### src/verilog/bpu_pkg.sv
/*
 Branch predictor definitions. Writeback update kinds and the 2-bit
 saturating counter with its named levels.
*/
`default_nettype none

package bpu_pkg;

   typedef enum logic {
      BR_COND = 1'b0,
      BR_JUMP = 1'b1
   } br_kind_e;

   typedef logic [1:0] ctr_t;

   // Counter levels where weakly taken and above predict taken
   localparam ctr_t CTR_STRONG_NT    = 2'd0;
   localparam ctr_t CTR_WEAK_NT      = 2'd1;
   localparam ctr_t CTR_WEAK_TAKEN   = 2'd2;
   localparam ctr_t CTR_STRONG_TAKEN = 2'd3;

   // Step size of a counter move
   localparam ctr_t CTR_STEP         = 2'd1;

endpackage

`default_nettype wire

### src/verilog/fetch_cfg_pkg.sv
/*
 Fetch front end configuration. Address and instruction types, window
 geometry and the PC generator state encoding, shared by every fetch block.
*/
`default_nettype none

package fetch_cfg_pkg;

   localparam int ADDR_W     = 32;
   localparam int INSN_W     = 32;
   localparam int FETCH_W    = 2;
   localparam int ISSUE_W    = 2;

   // Byte geometry of one instruction and one fetch window
   localparam int INSN_BYTES = INSN_W / 8;
   localparam int INSN_OFF_W = $clog2(INSN_BYTES);
   localparam int WIN_BYTES  = FETCH_W * INSN_BYTES;
   localparam int WIN_OFF_W  = $clog2(WIN_BYTES);

   // Wide enough for a push or pop count of 0..2
   localparam int CNT_W      = $clog2(FETCH_W + 1);

   typedef logic [ADDR_W-1:0] addr_t;
   typedef logic [INSN_W-1:0] insn_t;

   typedef enum logic [1:0] {
      FETCH_REQ  = 2'd0,
      FETCH_WAIT = 2'd1,
      FETCH_DROP = 2'd2
   } fetch_state_e;

endpackage

`default_nettype wire

### src/verilog/bpu_lookup_if.sv
/*
 Combinational BTB lookup of both slot PCs of the current fetch window.
*/
`timescale 1ns/1ps
`default_nettype none

interface bpu_lookup_if
   import fetch_cfg_pkg::*;
();

   addr_t lookup_pc0;
   addr_t lookup_pc1;
   logic  hit0;
   logic  taken0;
   addr_t target0;
   logic  hit1;
   logic  taken1;
   addr_t target1;

   modport requester (
      output lookup_pc0, lookup_pc1,
      input  hit0, taken0, target0, hit1, taken1, target1
   );

   modport predictor (
      input  lookup_pc0, lookup_pc1,
      output hit0, taken0, target0, hit1, taken1, target1
   );

endinterface

`default_nettype wire

### src/verilog/fetch_bundle_if.sv
/*
 Fetched window handed from the PC generator to the fetch queue.
 Transfers on valid and ready; ready means two entries are free.
*/
`timescale 1ns/1ps
`default_nettype none

interface fetch_bundle_if
   import fetch_cfg_pkg::*;
();

   logic                 valid;
   logic                 ready;
   // Address of the first pushed instruction
   addr_t                pc;
   // Pushed instructions, compacted to start at index 0
   insn_t [FETCH_W-1:0]  ins;
   logic  [CNT_W-1:0]    count;
   // Prediction of the last pushed instruction
   logic                 pred_taken;
   addr_t                pred_target;

   modport pc_gen (
      output valid, pc, ins, count, pred_taken, pred_target,
      input  ready
   );

   modport queue (
      input  valid, pc, ins, count, pred_taken, pred_target,
      output ready
   );

endinterface

`default_nettype wire

### src/verilog/branch_predictor.sv
/*
 Direct-mapped BTB with 2-bit counters. Two combinational lookups per
 cycle; resolved branches update or allocate entries at the clock edge.
*/
`timescale 1ns/1ps
`default_nettype none

module branch_predictor
   import fetch_cfg_pkg::*;
   import bpu_pkg::*;
#(
   parameter int BTB_ENTRIES = 16
)
(
   input  logic               clk,
   input  logic               reset_i,
   bpu_lookup_if.predictor    bpu,
   input  logic               bpu_wb_i,
   input  br_kind_e           bpu_wb_kind_i,
   input  logic               bpu_wb_taken_i,
   input  addr_t              bpu_wb_pc_i,
   input  addr_t              bpu_wb_target_i
);

   localparam int IDX_W = $clog2(BTB_ENTRIES);
   localparam int TAG_W = ADDR_W - INSN_OFF_W - IDX_W;

   logic [BTB_ENTRIES-1:0]  btb_vld;
   logic [TAG_W-1:0]        btb_tag [BTB_ENTRIES];
   addr_t                   btb_tgt [BTB_ENTRIES];
   ctr_t                    btb_ctr [BTB_ENTRIES];

   logic [IDX_W-1:0]        idx0;
   logic [IDX_W-1:0]        idx1;
   logic [IDX_W-1:0]        wb_idx;
   logic                    wb_hit;
   logic                    wb_write;
   logic                    wb_tgt_write;
   ctr_t                    ctr_d;

   function automatic logic [IDX_W-1:0] idx_of(addr_t pc);
      return pc[INSN_OFF_W +: IDX_W];
   endfunction

   function automatic logic [TAG_W-1:0] tag_of(addr_t pc);
      return pc[ADDR_W-1 -: TAG_W];
   endfunction

   assign idx0 = idx_of(bpu.lookup_pc0);
   assign idx1 = idx_of(bpu.lookup_pc1);

   assign bpu.hit0    = btb_vld[idx0] && (btb_tag[idx0] == tag_of(bpu.lookup_pc0));
   assign bpu.taken0  = bpu.hit0 && (btb_ctr[idx0] >= CTR_WEAK_TAKEN);
   assign bpu.target0 = btb_tgt[idx0];
   assign bpu.hit1    = btb_vld[idx1] && (btb_tag[idx1] == tag_of(bpu.lookup_pc1));
   assign bpu.taken1  = bpu.hit1 && (btb_ctr[idx1] >= CTR_WEAK_TAKEN);
   assign bpu.target1 = btb_tgt[idx1];

   assign wb_idx = idx_of(bpu_wb_pc_i);
   assign wb_hit = btb_vld[wb_idx] && (btb_tag[wb_idx] == tag_of(bpu_wb_pc_i));

   // Misses allocate only for jumps and taken conditionals
   assign wb_write     = bpu_wb_i && (wb_hit || bpu_wb_kind_i == BR_JUMP || bpu_wb_taken_i);
   assign wb_tgt_write = wb_write && (bpu_wb_kind_i == BR_JUMP || bpu_wb_taken_i);

   always_comb
   begin
      if (bpu_wb_kind_i == BR_JUMP)
         ctr_d = CTR_STRONG_TAKEN;
      else if (!wb_hit)
         ctr_d = bpu_wb_taken_i ? CTR_WEAK_TAKEN : CTR_WEAK_NT;
      else if (bpu_wb_taken_i)
         ctr_d = (btb_ctr[wb_idx] == CTR_STRONG_TAKEN) ? CTR_STRONG_TAKEN
                                                       : btb_ctr[wb_idx] + CTR_STEP;
      else
         ctr_d = (btb_ctr[wb_idx] == CTR_STRONG_NT) ? CTR_STRONG_NT
                                                    : btb_ctr[wb_idx] - CTR_STEP;
   end

   always_ff @(posedge clk)
   begin
      if (reset_i)
         btb_vld <= '0;
      else if (wb_write)
         btb_vld[wb_idx] <= 1'b1;
   end

   always_ff @(posedge clk)
   begin
      if (wb_write)
      begin
         btb_tag[wb_idx] <= tag_of(bpu_wb_pc_i);
         btb_ctr[wb_idx] <= ctr_d;
      end
      if (wb_tgt_write)
         btb_tgt[wb_idx] <= bpu_wb_target_i;
   end

endmodule

`default_nettype wire

### src/verilog/fetch_pc_gen.sv
/*
 PC generator. Holds the fetch PC, issues one window request at a time,
 masks the response by PC offset and prediction, and picks the next PC.
*/
`timescale 1ns/1ps
`default_nettype none

module fetch_pc_gen
   import fetch_cfg_pkg::*;
(
   input  logic                      clk,
   input  logic                      reset_i,
   input  logic                      flush_i,
   input  addr_t                     flush_tgt_i,
   output logic                      mem_req_valid_o,
   input  logic                      mem_req_ready_i,
   output addr_t                     mem_req_addr_o,
   input  logic                      mem_rsp_valid_i,
   input  logic [FETCH_W*INSN_W-1:0] mem_rsp_data_i,
   fetch_bundle_if.pc_gen            bundle,
   bpu_lookup_if.requester           bpu
);

   fetch_state_e                      state_q;
   fetch_state_e                      state_d;
   addr_t                             pc_q;
   addr_t                             pc_d;
   addr_t                             win_pc;
   addr_t                             pred_pc;
   logic [WIN_OFF_W-INSN_OFF_W-1:0]   slot_pos;
   logic                              slot0_vld;
   logic                              slot1_vld;
   logic                              take0;
   logic                              take1;
   logic                              push;

   assign win_pc   = {pc_q[ADDR_W-1:WIN_OFF_W], {WIN_OFF_W{1'b0}}};
   assign slot_pos = pc_q[WIN_OFF_W-1:INSN_OFF_W];

   assign bpu.lookup_pc0 = win_pc;
   assign bpu.lookup_pc1 = win_pc + addr_t'(INSN_BYTES);

   // Slot 0 only counts when the PC points at it
   assign slot0_vld = (slot_pos == '0);
   assign take0     = slot0_vld & bpu.hit0 & bpu.taken0;
   // Slot 1 is dropped behind a taken slot 0
   assign slot1_vld = ~take0;
   assign take1     = slot1_vld & bpu.hit1 & bpu.taken1;

   always_comb
   begin
      if (take0)
         pred_pc = bpu.target0;
      else if (take1)
         pred_pc = bpu.target1;
      else
         pred_pc = win_pc + addr_t'(WIN_BYTES);
   end

   assign mem_req_valid_o = (state_q == FETCH_REQ) & bundle.ready;
   assign mem_req_addr_o  = win_pc;

   // A response racing a flush is thrown away
   assign push = (state_q == FETCH_WAIT) & mem_rsp_valid_i & ~flush_i;

   assign bundle.valid       = push;
   assign bundle.pc          = pc_q;
   assign bundle.ins[0]      = slot0_vld ? mem_rsp_data_i[INSN_W-1:0]
                                         : mem_rsp_data_i[2*INSN_W-1:INSN_W];
   assign bundle.ins[1]      = mem_rsp_data_i[2*INSN_W-1:INSN_W];
   assign bundle.count       = CNT_W'(slot0_vld) + CNT_W'(slot1_vld);
   assign bundle.pred_taken  = take0 | take1;
   // Predicted next PC after the last pushed instruction
   assign bundle.pred_target = pred_pc;

   always_comb
   begin
      state_d = state_q;
      unique case (state_q)
         FETCH_REQ:
         begin
            if (mem_req_valid_o && mem_req_ready_i)
               state_d = flush_i ? FETCH_DROP : FETCH_WAIT;
         end
         FETCH_WAIT:
         begin
            if (mem_rsp_valid_i)
               state_d = FETCH_REQ;
            else if (flush_i)
               state_d = FETCH_DROP;
         end
         FETCH_DROP:
         begin
            if (mem_rsp_valid_i)
               state_d = FETCH_REQ;
         end
         default:
            state_d = FETCH_REQ;
      endcase
   end

   always_comb
   begin
      if (flush_i)
         pc_d = flush_tgt_i;
      else if (push)
         pc_d = pred_pc;
      else
         pc_d = pc_q;
   end

   always_ff @(posedge clk)
   begin
      if (reset_i)
      begin
         state_q <= FETCH_REQ;
         pc_q    <= '0;
      end
      else
      begin
         state_q <= state_d;
         pc_q    <= pc_d;
      end
   end

endmodule

`default_nettype wire

### src/verilog/fetch_queue.sv
/*
 Fetch queue between the PC generator and decode. Circular buffer taking
 up to two instructions per push and offering the two oldest to decode.
*/
`timescale 1ns/1ps
`default_nettype none

module fetch_queue
   import fetch_cfg_pkg::*;
#(
   parameter int FQ_DEPTH = 8
)
(
   input  logic                 clk,
   input  logic                 reset_i,
   input  logic                 flush_i,
   fetch_bundle_if.queue        bundle,
   output logic  [ISSUE_W-1:0]  id_valid_o,
   output insn_t [ISSUE_W-1:0]  id_ins_o,
   output addr_t [ISSUE_W-1:0]  id_pc_o,
   output logic  [ISSUE_W-1:0]  id_pred_taken_o,
   output addr_t [ISSUE_W-1:0]  id_pred_target_o,
   input  logic  [CNT_W-1:0]    id_pop_cnt_i
);

   localparam int IDX_W = $clog2(FQ_DEPTH);
   localparam int PTR_W = IDX_W + 1;

   insn_t                fq_ins   [FQ_DEPTH];
   addr_t                fq_pc    [FQ_DEPTH];
   addr_t                fq_tgt   [FQ_DEPTH];
   logic [FQ_DEPTH-1:0]  fq_taken;

   // Extra pointer bit tells full from empty
   logic [PTR_W-1:0]     wr_ptr;
   logic [PTR_W-1:0]     rd_ptr;
   logic [PTR_W-1:0]     used;
   logic                 push;

   assign used         = wr_ptr - rd_ptr;
   assign bundle.ready = (used <= PTR_W'(FQ_DEPTH - FETCH_W));
   assign push         = bundle.valid & bundle.ready;

   always_ff @(posedge clk)
   begin
      if (reset_i || flush_i)
      begin
         wr_ptr <= '0;
         rd_ptr <= '0;
      end
      else
      begin
         rd_ptr <= rd_ptr + PTR_W'(id_pop_cnt_i);
         if (push)
            wr_ptr <= wr_ptr + PTR_W'(bundle.count);
      end
   end

   // Only the last pushed slot carries the window prediction
   always_ff @(posedge clk)
   begin
      if (push)
      begin
         for (int s = 0; s < FETCH_W; s++)
         begin
            if (CNT_W'(s) < bundle.count)
            begin
               fq_ins[wr_ptr[IDX_W-1:0] + IDX_W'(s)] <= bundle.ins[s];
               fq_pc[wr_ptr[IDX_W-1:0] + IDX_W'(s)]  <=
                  bundle.pc + addr_t'(s * INSN_BYTES);
               if (CNT_W'(s + 1) == bundle.count)
               begin
                  fq_taken[wr_ptr[IDX_W-1:0] + IDX_W'(s)] <= bundle.pred_taken;
                  fq_tgt[wr_ptr[IDX_W-1:0] + IDX_W'(s)]   <= bundle.pred_target;
               end
               else
               begin
                  fq_taken[wr_ptr[IDX_W-1:0] + IDX_W'(s)] <= 1'b0;
                  // Falls through to the next slot
                  fq_tgt[wr_ptr[IDX_W-1:0] + IDX_W'(s)]   <=
                     bundle.pc + addr_t'((s + 1) * INSN_BYTES);
               end
            end
         end
      end
   end

   for (genvar s = 0; s < ISSUE_W; s++)
   begin : g_out
      logic [IDX_W-1:0] rd_idx;

      assign rd_idx              = rd_ptr[IDX_W-1:0] + IDX_W'(s);
      assign id_valid_o[s]       = (used > PTR_W'(s));
      assign id_ins_o[s]         = fq_ins[rd_idx];
      assign id_pc_o[s]          = fq_pc[rd_idx];
      assign id_pred_taken_o[s]  = fq_taken[rd_idx];
      assign id_pred_target_o[s] = fq_tgt[rd_idx];
   end

endmodule

`default_nettype wire

### src/verilog/fetch_top.sv
/*
 Instruction fetch front end top level. Connects the PC generator, the
 branch predictor and the fetch queue to the memory, decode and redirect ports.
*/
`timescale 1ns/1ps
`default_nettype none

module fetch_top
   import fetch_cfg_pkg::*;
   import bpu_pkg::*;
#(
   parameter int FQ_DEPTH    = 8,
   parameter int BTB_ENTRIES = 16
)
(
   input  logic                      clk,
   input  logic                      reset_i,
   // Instruction memory
   output logic                      mem_req_valid_o,
   input  logic                      mem_req_ready_i,
   output addr_t                     mem_req_addr_o,
   input  logic                      mem_rsp_valid_i,
   input  logic [FETCH_W*INSN_W-1:0] mem_rsp_data_i,
   // Decode
   output logic  [ISSUE_W-1:0]       id_valid_o,
   output insn_t [ISSUE_W-1:0]       id_ins_o,
   output addr_t [ISSUE_W-1:0]       id_pc_o,
   output logic  [ISSUE_W-1:0]       id_pred_taken_o,
   output addr_t [ISSUE_W-1:0]       id_pred_target_o,
   input  logic  [CNT_W-1:0]         id_pop_cnt_i,
   // Redirect and predictor update
   input  logic                      flush_i,
   input  addr_t                     flush_tgt_i,
   input  logic                      bpu_wb_i,
   input  br_kind_e                  bpu_wb_kind_i,
   input  logic                      bpu_wb_taken_i,
   input  addr_t                     bpu_wb_pc_i,
   input  addr_t                     bpu_wb_target_i
);

   fetch_bundle_if bundle ();
   bpu_lookup_if   lookup ();

   fetch_pc_gen U_PC_GEN (
      .clk              (clk),
      .reset_i          (reset_i),
      .flush_i          (flush_i),
      .flush_tgt_i      (flush_tgt_i),
      .mem_req_valid_o  (mem_req_valid_o),
      .mem_req_ready_i  (mem_req_ready_i),
      .mem_req_addr_o   (mem_req_addr_o),
      .mem_rsp_valid_i  (mem_rsp_valid_i),
      .mem_rsp_data_i   (mem_rsp_data_i),
      .bundle           (bundle.pc_gen),
      .bpu              (lookup.requester)
   );

   branch_predictor #(
      .BTB_ENTRIES      (BTB_ENTRIES)
   ) U_BPU (
      .clk              (clk),
      .reset_i          (reset_i),
      .bpu              (lookup.predictor),
      .bpu_wb_i         (bpu_wb_i),
      .bpu_wb_kind_i    (bpu_wb_kind_i),
      .bpu_wb_taken_i   (bpu_wb_taken_i),
      .bpu_wb_pc_i      (bpu_wb_pc_i),
      .bpu_wb_target_i  (bpu_wb_target_i)
   );

   fetch_queue #(
      .FQ_DEPTH         (FQ_DEPTH)
   ) U_FQ (
      .clk              (clk),
      .reset_i          (reset_i),
      .flush_i          (flush_i),
      .bundle           (bundle.queue),
      .id_valid_o       (id_valid_o),
      .id_ins_o         (id_ins_o),
      .id_pc_o          (id_pc_o),
      .id_pred_taken_o  (id_pred_taken_o),
      .id_pred_target_o (id_pred_target_o),
      .id_pop_cnt_i     (id_pop_cnt_i)
   );

endmodule

`default_nettype wire
### config.mk
export PLATFORM = sky130hd
export DESIGN_NAME = fetch_top
export DESIGN_NICKNAME = d
export VERILOG_FILES = /design/src/verilog/bpu_pkg.sv /design/src/verilog/fetch_cfg_pkg.sv /design/src/verilog/bpu_lookup_if.sv /design/src/verilog/fetch_bundle_if.sv /design/src/verilog/branch_predictor.sv /design/src/verilog/fetch_pc_gen.sv /design/src/verilog/fetch_queue.sv /design/src/verilog/fetch_top.sv
export SDC_FILE = /design/constraint.sdc
export NUM_CORES = 2
export LEC_CHECK = 0
export BUFFER_PORTS_ARGS = -buffer_cell sky130_fd_sc_hd__buf_2
export CORE_MARGIN = 2
export CORE_UTILIZATION = 43
export CTS_CLUSTER_SIZE = 20
export DETAILED_ROUTE_END_ITERATION = 10
export SLEW_MARGIN = 20
export SYNTH_ARGS = -nofsm -noshare
export SYNTH_HDL_FRONTEND = slang
export SYNTH_SLANG_ARGS = --single-unit
### constraint.sdc
create_clock -name clk -period 8.69 [get_ports clk]
set_clock_uncertainty 0.15 [all_clocks]
set_input_delay 0 -clock clk [delete_from_list [all_inputs] [get_ports clk]]
set_output_delay 0 -clock clk [all_outputs]
set_load 0.005 [all_outputs]
==> summary.txt <==
Route
  – Avg Vias per Cell: 6.32
  – First DRT Iteration DRCs: 9442
  – Drt total wl: 316000 µm
  – Wirelength per Cell: 32.3 µm
  – DRT Pass-1 Iters: 11
  – Via count: 61900
  – Drt drc: 1
  – ANT nets after route: 0

Yosys
  – Mapped Area: 91600 µm²
  – Synth cell count leaders: edfxtp_1 (1736), mux4_2 (737), nand2_1 (645)
  – Most frequent cell after synthesis: edfxtp_1
  – Synth cell types: 83
  – Number of enable flip-flop cells after synthesis: 1736
  – Synth area leaders: edfxtp_1 (57%), mux4_2 (18%), mux2i_1 (2.8%), nand2_1 (2.6%), a21oi_1 (2.3%)
  – Sequential fraction of the synthesis area: 58.2%
  – Top FF cell, synth: edfxtp_1
  – Gate Count Post-Synth: 6219
  – Async SR Flop Fraction: 0%
  – Area leader, netlist: edfxtp_1
  – Flops & latches, synth: 1797
  – Yosys top cell area share: 56.9%
  – Yosys warning total: 0
  – Mean Syn Cell Area: 14.7 µm²

Critical path
  – WP data arrival: 7.81 ns
  – Worst path required time: 9.10 ns
  – Reg2reg end: U_FQ.fq_ins[1][6]
  – Setup Crit Path Kind: reg -> reg
  – Max Fanout on Critical Path: 46
  – Reg2Reg Setup Slack: 1.30 ns
  – Crit start category: register
  – FF-to-FF path depth: 14
  – Setup crit end kind: register

Global routing
  – Tot GR Track Use: 28.7%
  – Gr ovfl total: 0
  – First-pass GRT wire length: 446000 µm
  – Number of global-route vias before repair: 60400
  – Initial antenna violation count: 27
  – Pin count of the biggest net entering global routing: 125

Floorplanning
  – Core footprint: 212000 µm²
  – Std-Cell Rows: 169
  – Starting Density: 43.2%
  – Area of the die: 217000 µm²
  – Die Ht: 466 µm
  – Die X: 466 µm
  – Ports: 399

STA
  – Slew HR: 13.0%
  – Final hold vios: 0
  – Final setup TNS: 0 ns
  – Unrepaired setup endpoints after global routing: false
  – Number of setup violations in the final report: 0
  – Fin crit period: 7.39 ns
  – Fmax: 0.135 GHz
  – Worst-Margin Slew: 1.30 ns
  – Final worst path period share: 85.1%
  – Max-slew violations: 0

Clocking
  – Clock transition at path regs: 0.07 ns
  – Post-CTS Setup Inserts: 0
  – Clk Latency, worst-skew pair: 0.89 ns
  – CTS tree: built
  – Clock Path Buffers: 3
  – Clk sinks: 1797
  – TritonCTS Buffers: 193
  – CTS Root Cell: clkbuf_16
  – H-tree Lvls: 4

Pwr
  – Leakage power: 35.3 nW
  – Max IR drop VDD: 233 µV
  – P per Cell Area: 190 nW/µm²

Cells and area
  – NumNets Final: 6995
  – P&R area growth vs syn: 16.9%
  – Share of post-route cells with drive strength above 1: 27.2%
  – Final standard cell area without fillers: 107000 µm²

Run
  – Number of max-cap violations: 0

Run status
  – Status: complete, but fails checks
  – Failing checks: DRC

Hold path
  – Hold depth: 4
  – Hold Startpoint: mem_rsp_data_i[42]
  – Worst Hold Class: in -> reg
  – Hold Crit Endpoint: U_FQ.fq_ins[4][10]

Placed design
  – PortBufs: 393
  – Gpl congestion: 0.966
  – Placed instance area: 96900 µm²
  – Post-detail-place hpwl: 199000 µm
final cells by class:
type,instances,area (µm²)
clock inverters,113,1220
inverters,20,77.6
flip-flops and latches,1797,53400
fillers,17900,105000
multi-input cells,3835,36400
diodes,11,27.5
clock buffers,244,5060
repair buffers,961,7430
well taps,2821,3530
critical path, stage by stage (launching register included):
cell,delay [ns]
dfxtp_4,0.93
mux4_2,0.59
mux2i_1,0.61
xnor2_1,0.19
or4_1,0.60
nor4_4,0.47
inv_2,0.16
ha_1,0.34
nand2b_1,0.33
nor3_1,0.22
nand2_4,0.33
buf_4,0.64
buf_4,0.66
a21oi_1,0.13
dlygate4sd3_1,0.58
how the worst max path moves through the flow:
stage / end / depth (start not counted) / slack, ns
3_5_place_dp: U_FQ.fq_pc[1][25] / 16 / 1.87
2_1_floorplan: U_FQ.fq_ins[7][0] / 15 / 1.70
3_3_place_gp: U_FQ.fq_pc[1][25] / 14 / 1.88
4_1_cts: U_FQ.fq_ins[1][6] / 14 / 1.39
5_1_grt: U_FQ.fq_ins[1][6] / 16 / 1.16
6_report: U_FQ.fq_ins[1][6] / 14 / 1.30
flip-flops by register name, indices dropped and copies added, names as in the netlist, named ones only:
signal              flops
U_BPU.btb_vld          16
U_FQ.wr_ptr             4
U_PC_GEN.bundle.pc     32
U_BPU.btb_tag         416
U_FQ.fq_tgt           256
U_FQ.fq_taken           8
U_BPU.btb_tgt         512
U_PC_GEN.state_q        2
U_BPU.btb_ctr          32
U_FQ.fq_ins           256
U_FQ.fq_pc            256
U_FQ.rd_ptr             4
power by group:
group / internal, mW / switching, mW
registers: 9.62 / 0.0941
logic: 1.03 / 1.33
clock network: 4.61 / 3.63
total: 15.3 / 5.05
metal layers:
layer  vias up  global-route usage, %  share of wire, %
met3       750                   7.52                11
met5         -                      0             0.054
met1     31700                   38.0                38
met2      3843                   45.0                46
met4        28                   12.3               4.9
li1      25600                      -                 -
cells in the final DEF (no fill, tap or decap), drive strengths merged, types with 18 or more instances in the layout:
master and instances:
a222oi 50, dfxtp 61, nor2 545, dlygate4sd3 386, buf 574, nor4 20
and2 19, a211oi 35, clkbuf 245, a22oi 28, nand4 20, mux2i 254
nor3 50, xnor2 214, mux4 738, a31oi 18, nor2b 28, clkinv 83
xor2 112, a21oi 422, mux2 167, edfxtp 1736, nand2 647, nand3 49
inv 26, o22ai 79, a221oi 36, o21ai 132
timing repair:
action                                 in CTS  in global routing
gates resized for setup                     0                  0
hold buffers                              386                  0
endpoints found under the hold margin    1384                  0
logic make-up (layout without fill, tap and decap cells):
| logic type | Yosys count | count (layout) | synth area share (%) |
|---|---|---|---|
| compound gates | 884 | 884 | 6.03 |
| xor+xnor | 326 | 326 | 3.12 |
| fa+ha+maj | 17 | 17 | 0.257 |
| buf+inv | 589 | 1338 | 2.76 |
| flops | 1797 | 1797 | 58.2 |
| mux | 1159 | 1159 | 23.0 |
| other cells | 1 | 14 | 0.00409 |
| simple gates | 1446 | 1446 | 6.63 |
through the flow:
stage | hold WS [ns] | util (%) | setup WS (ns) | total power [mW] | std cells
6_report | 0.0827 | 50.6 | 1.30 | 20.3 | 9802
5_1_grt | 0.0767 | 50.6 | 1.16 | 20.8 | 9796
4_1_cts | 0.00107 | 50.5 | 1.39 | 20.4 | 9790
3_5_place_dp | 0.190 | 45.7 | 1.87 | 12.1 | 9047
3_3_place_gp | 0.192 | 45.7 | 1.88 | 12.0 | 9047
2_1_floorplan | -0.0511 | - | 1.70 | 11.2 | 6221
No activity file was read; power rests on OpenSTA's default activity.
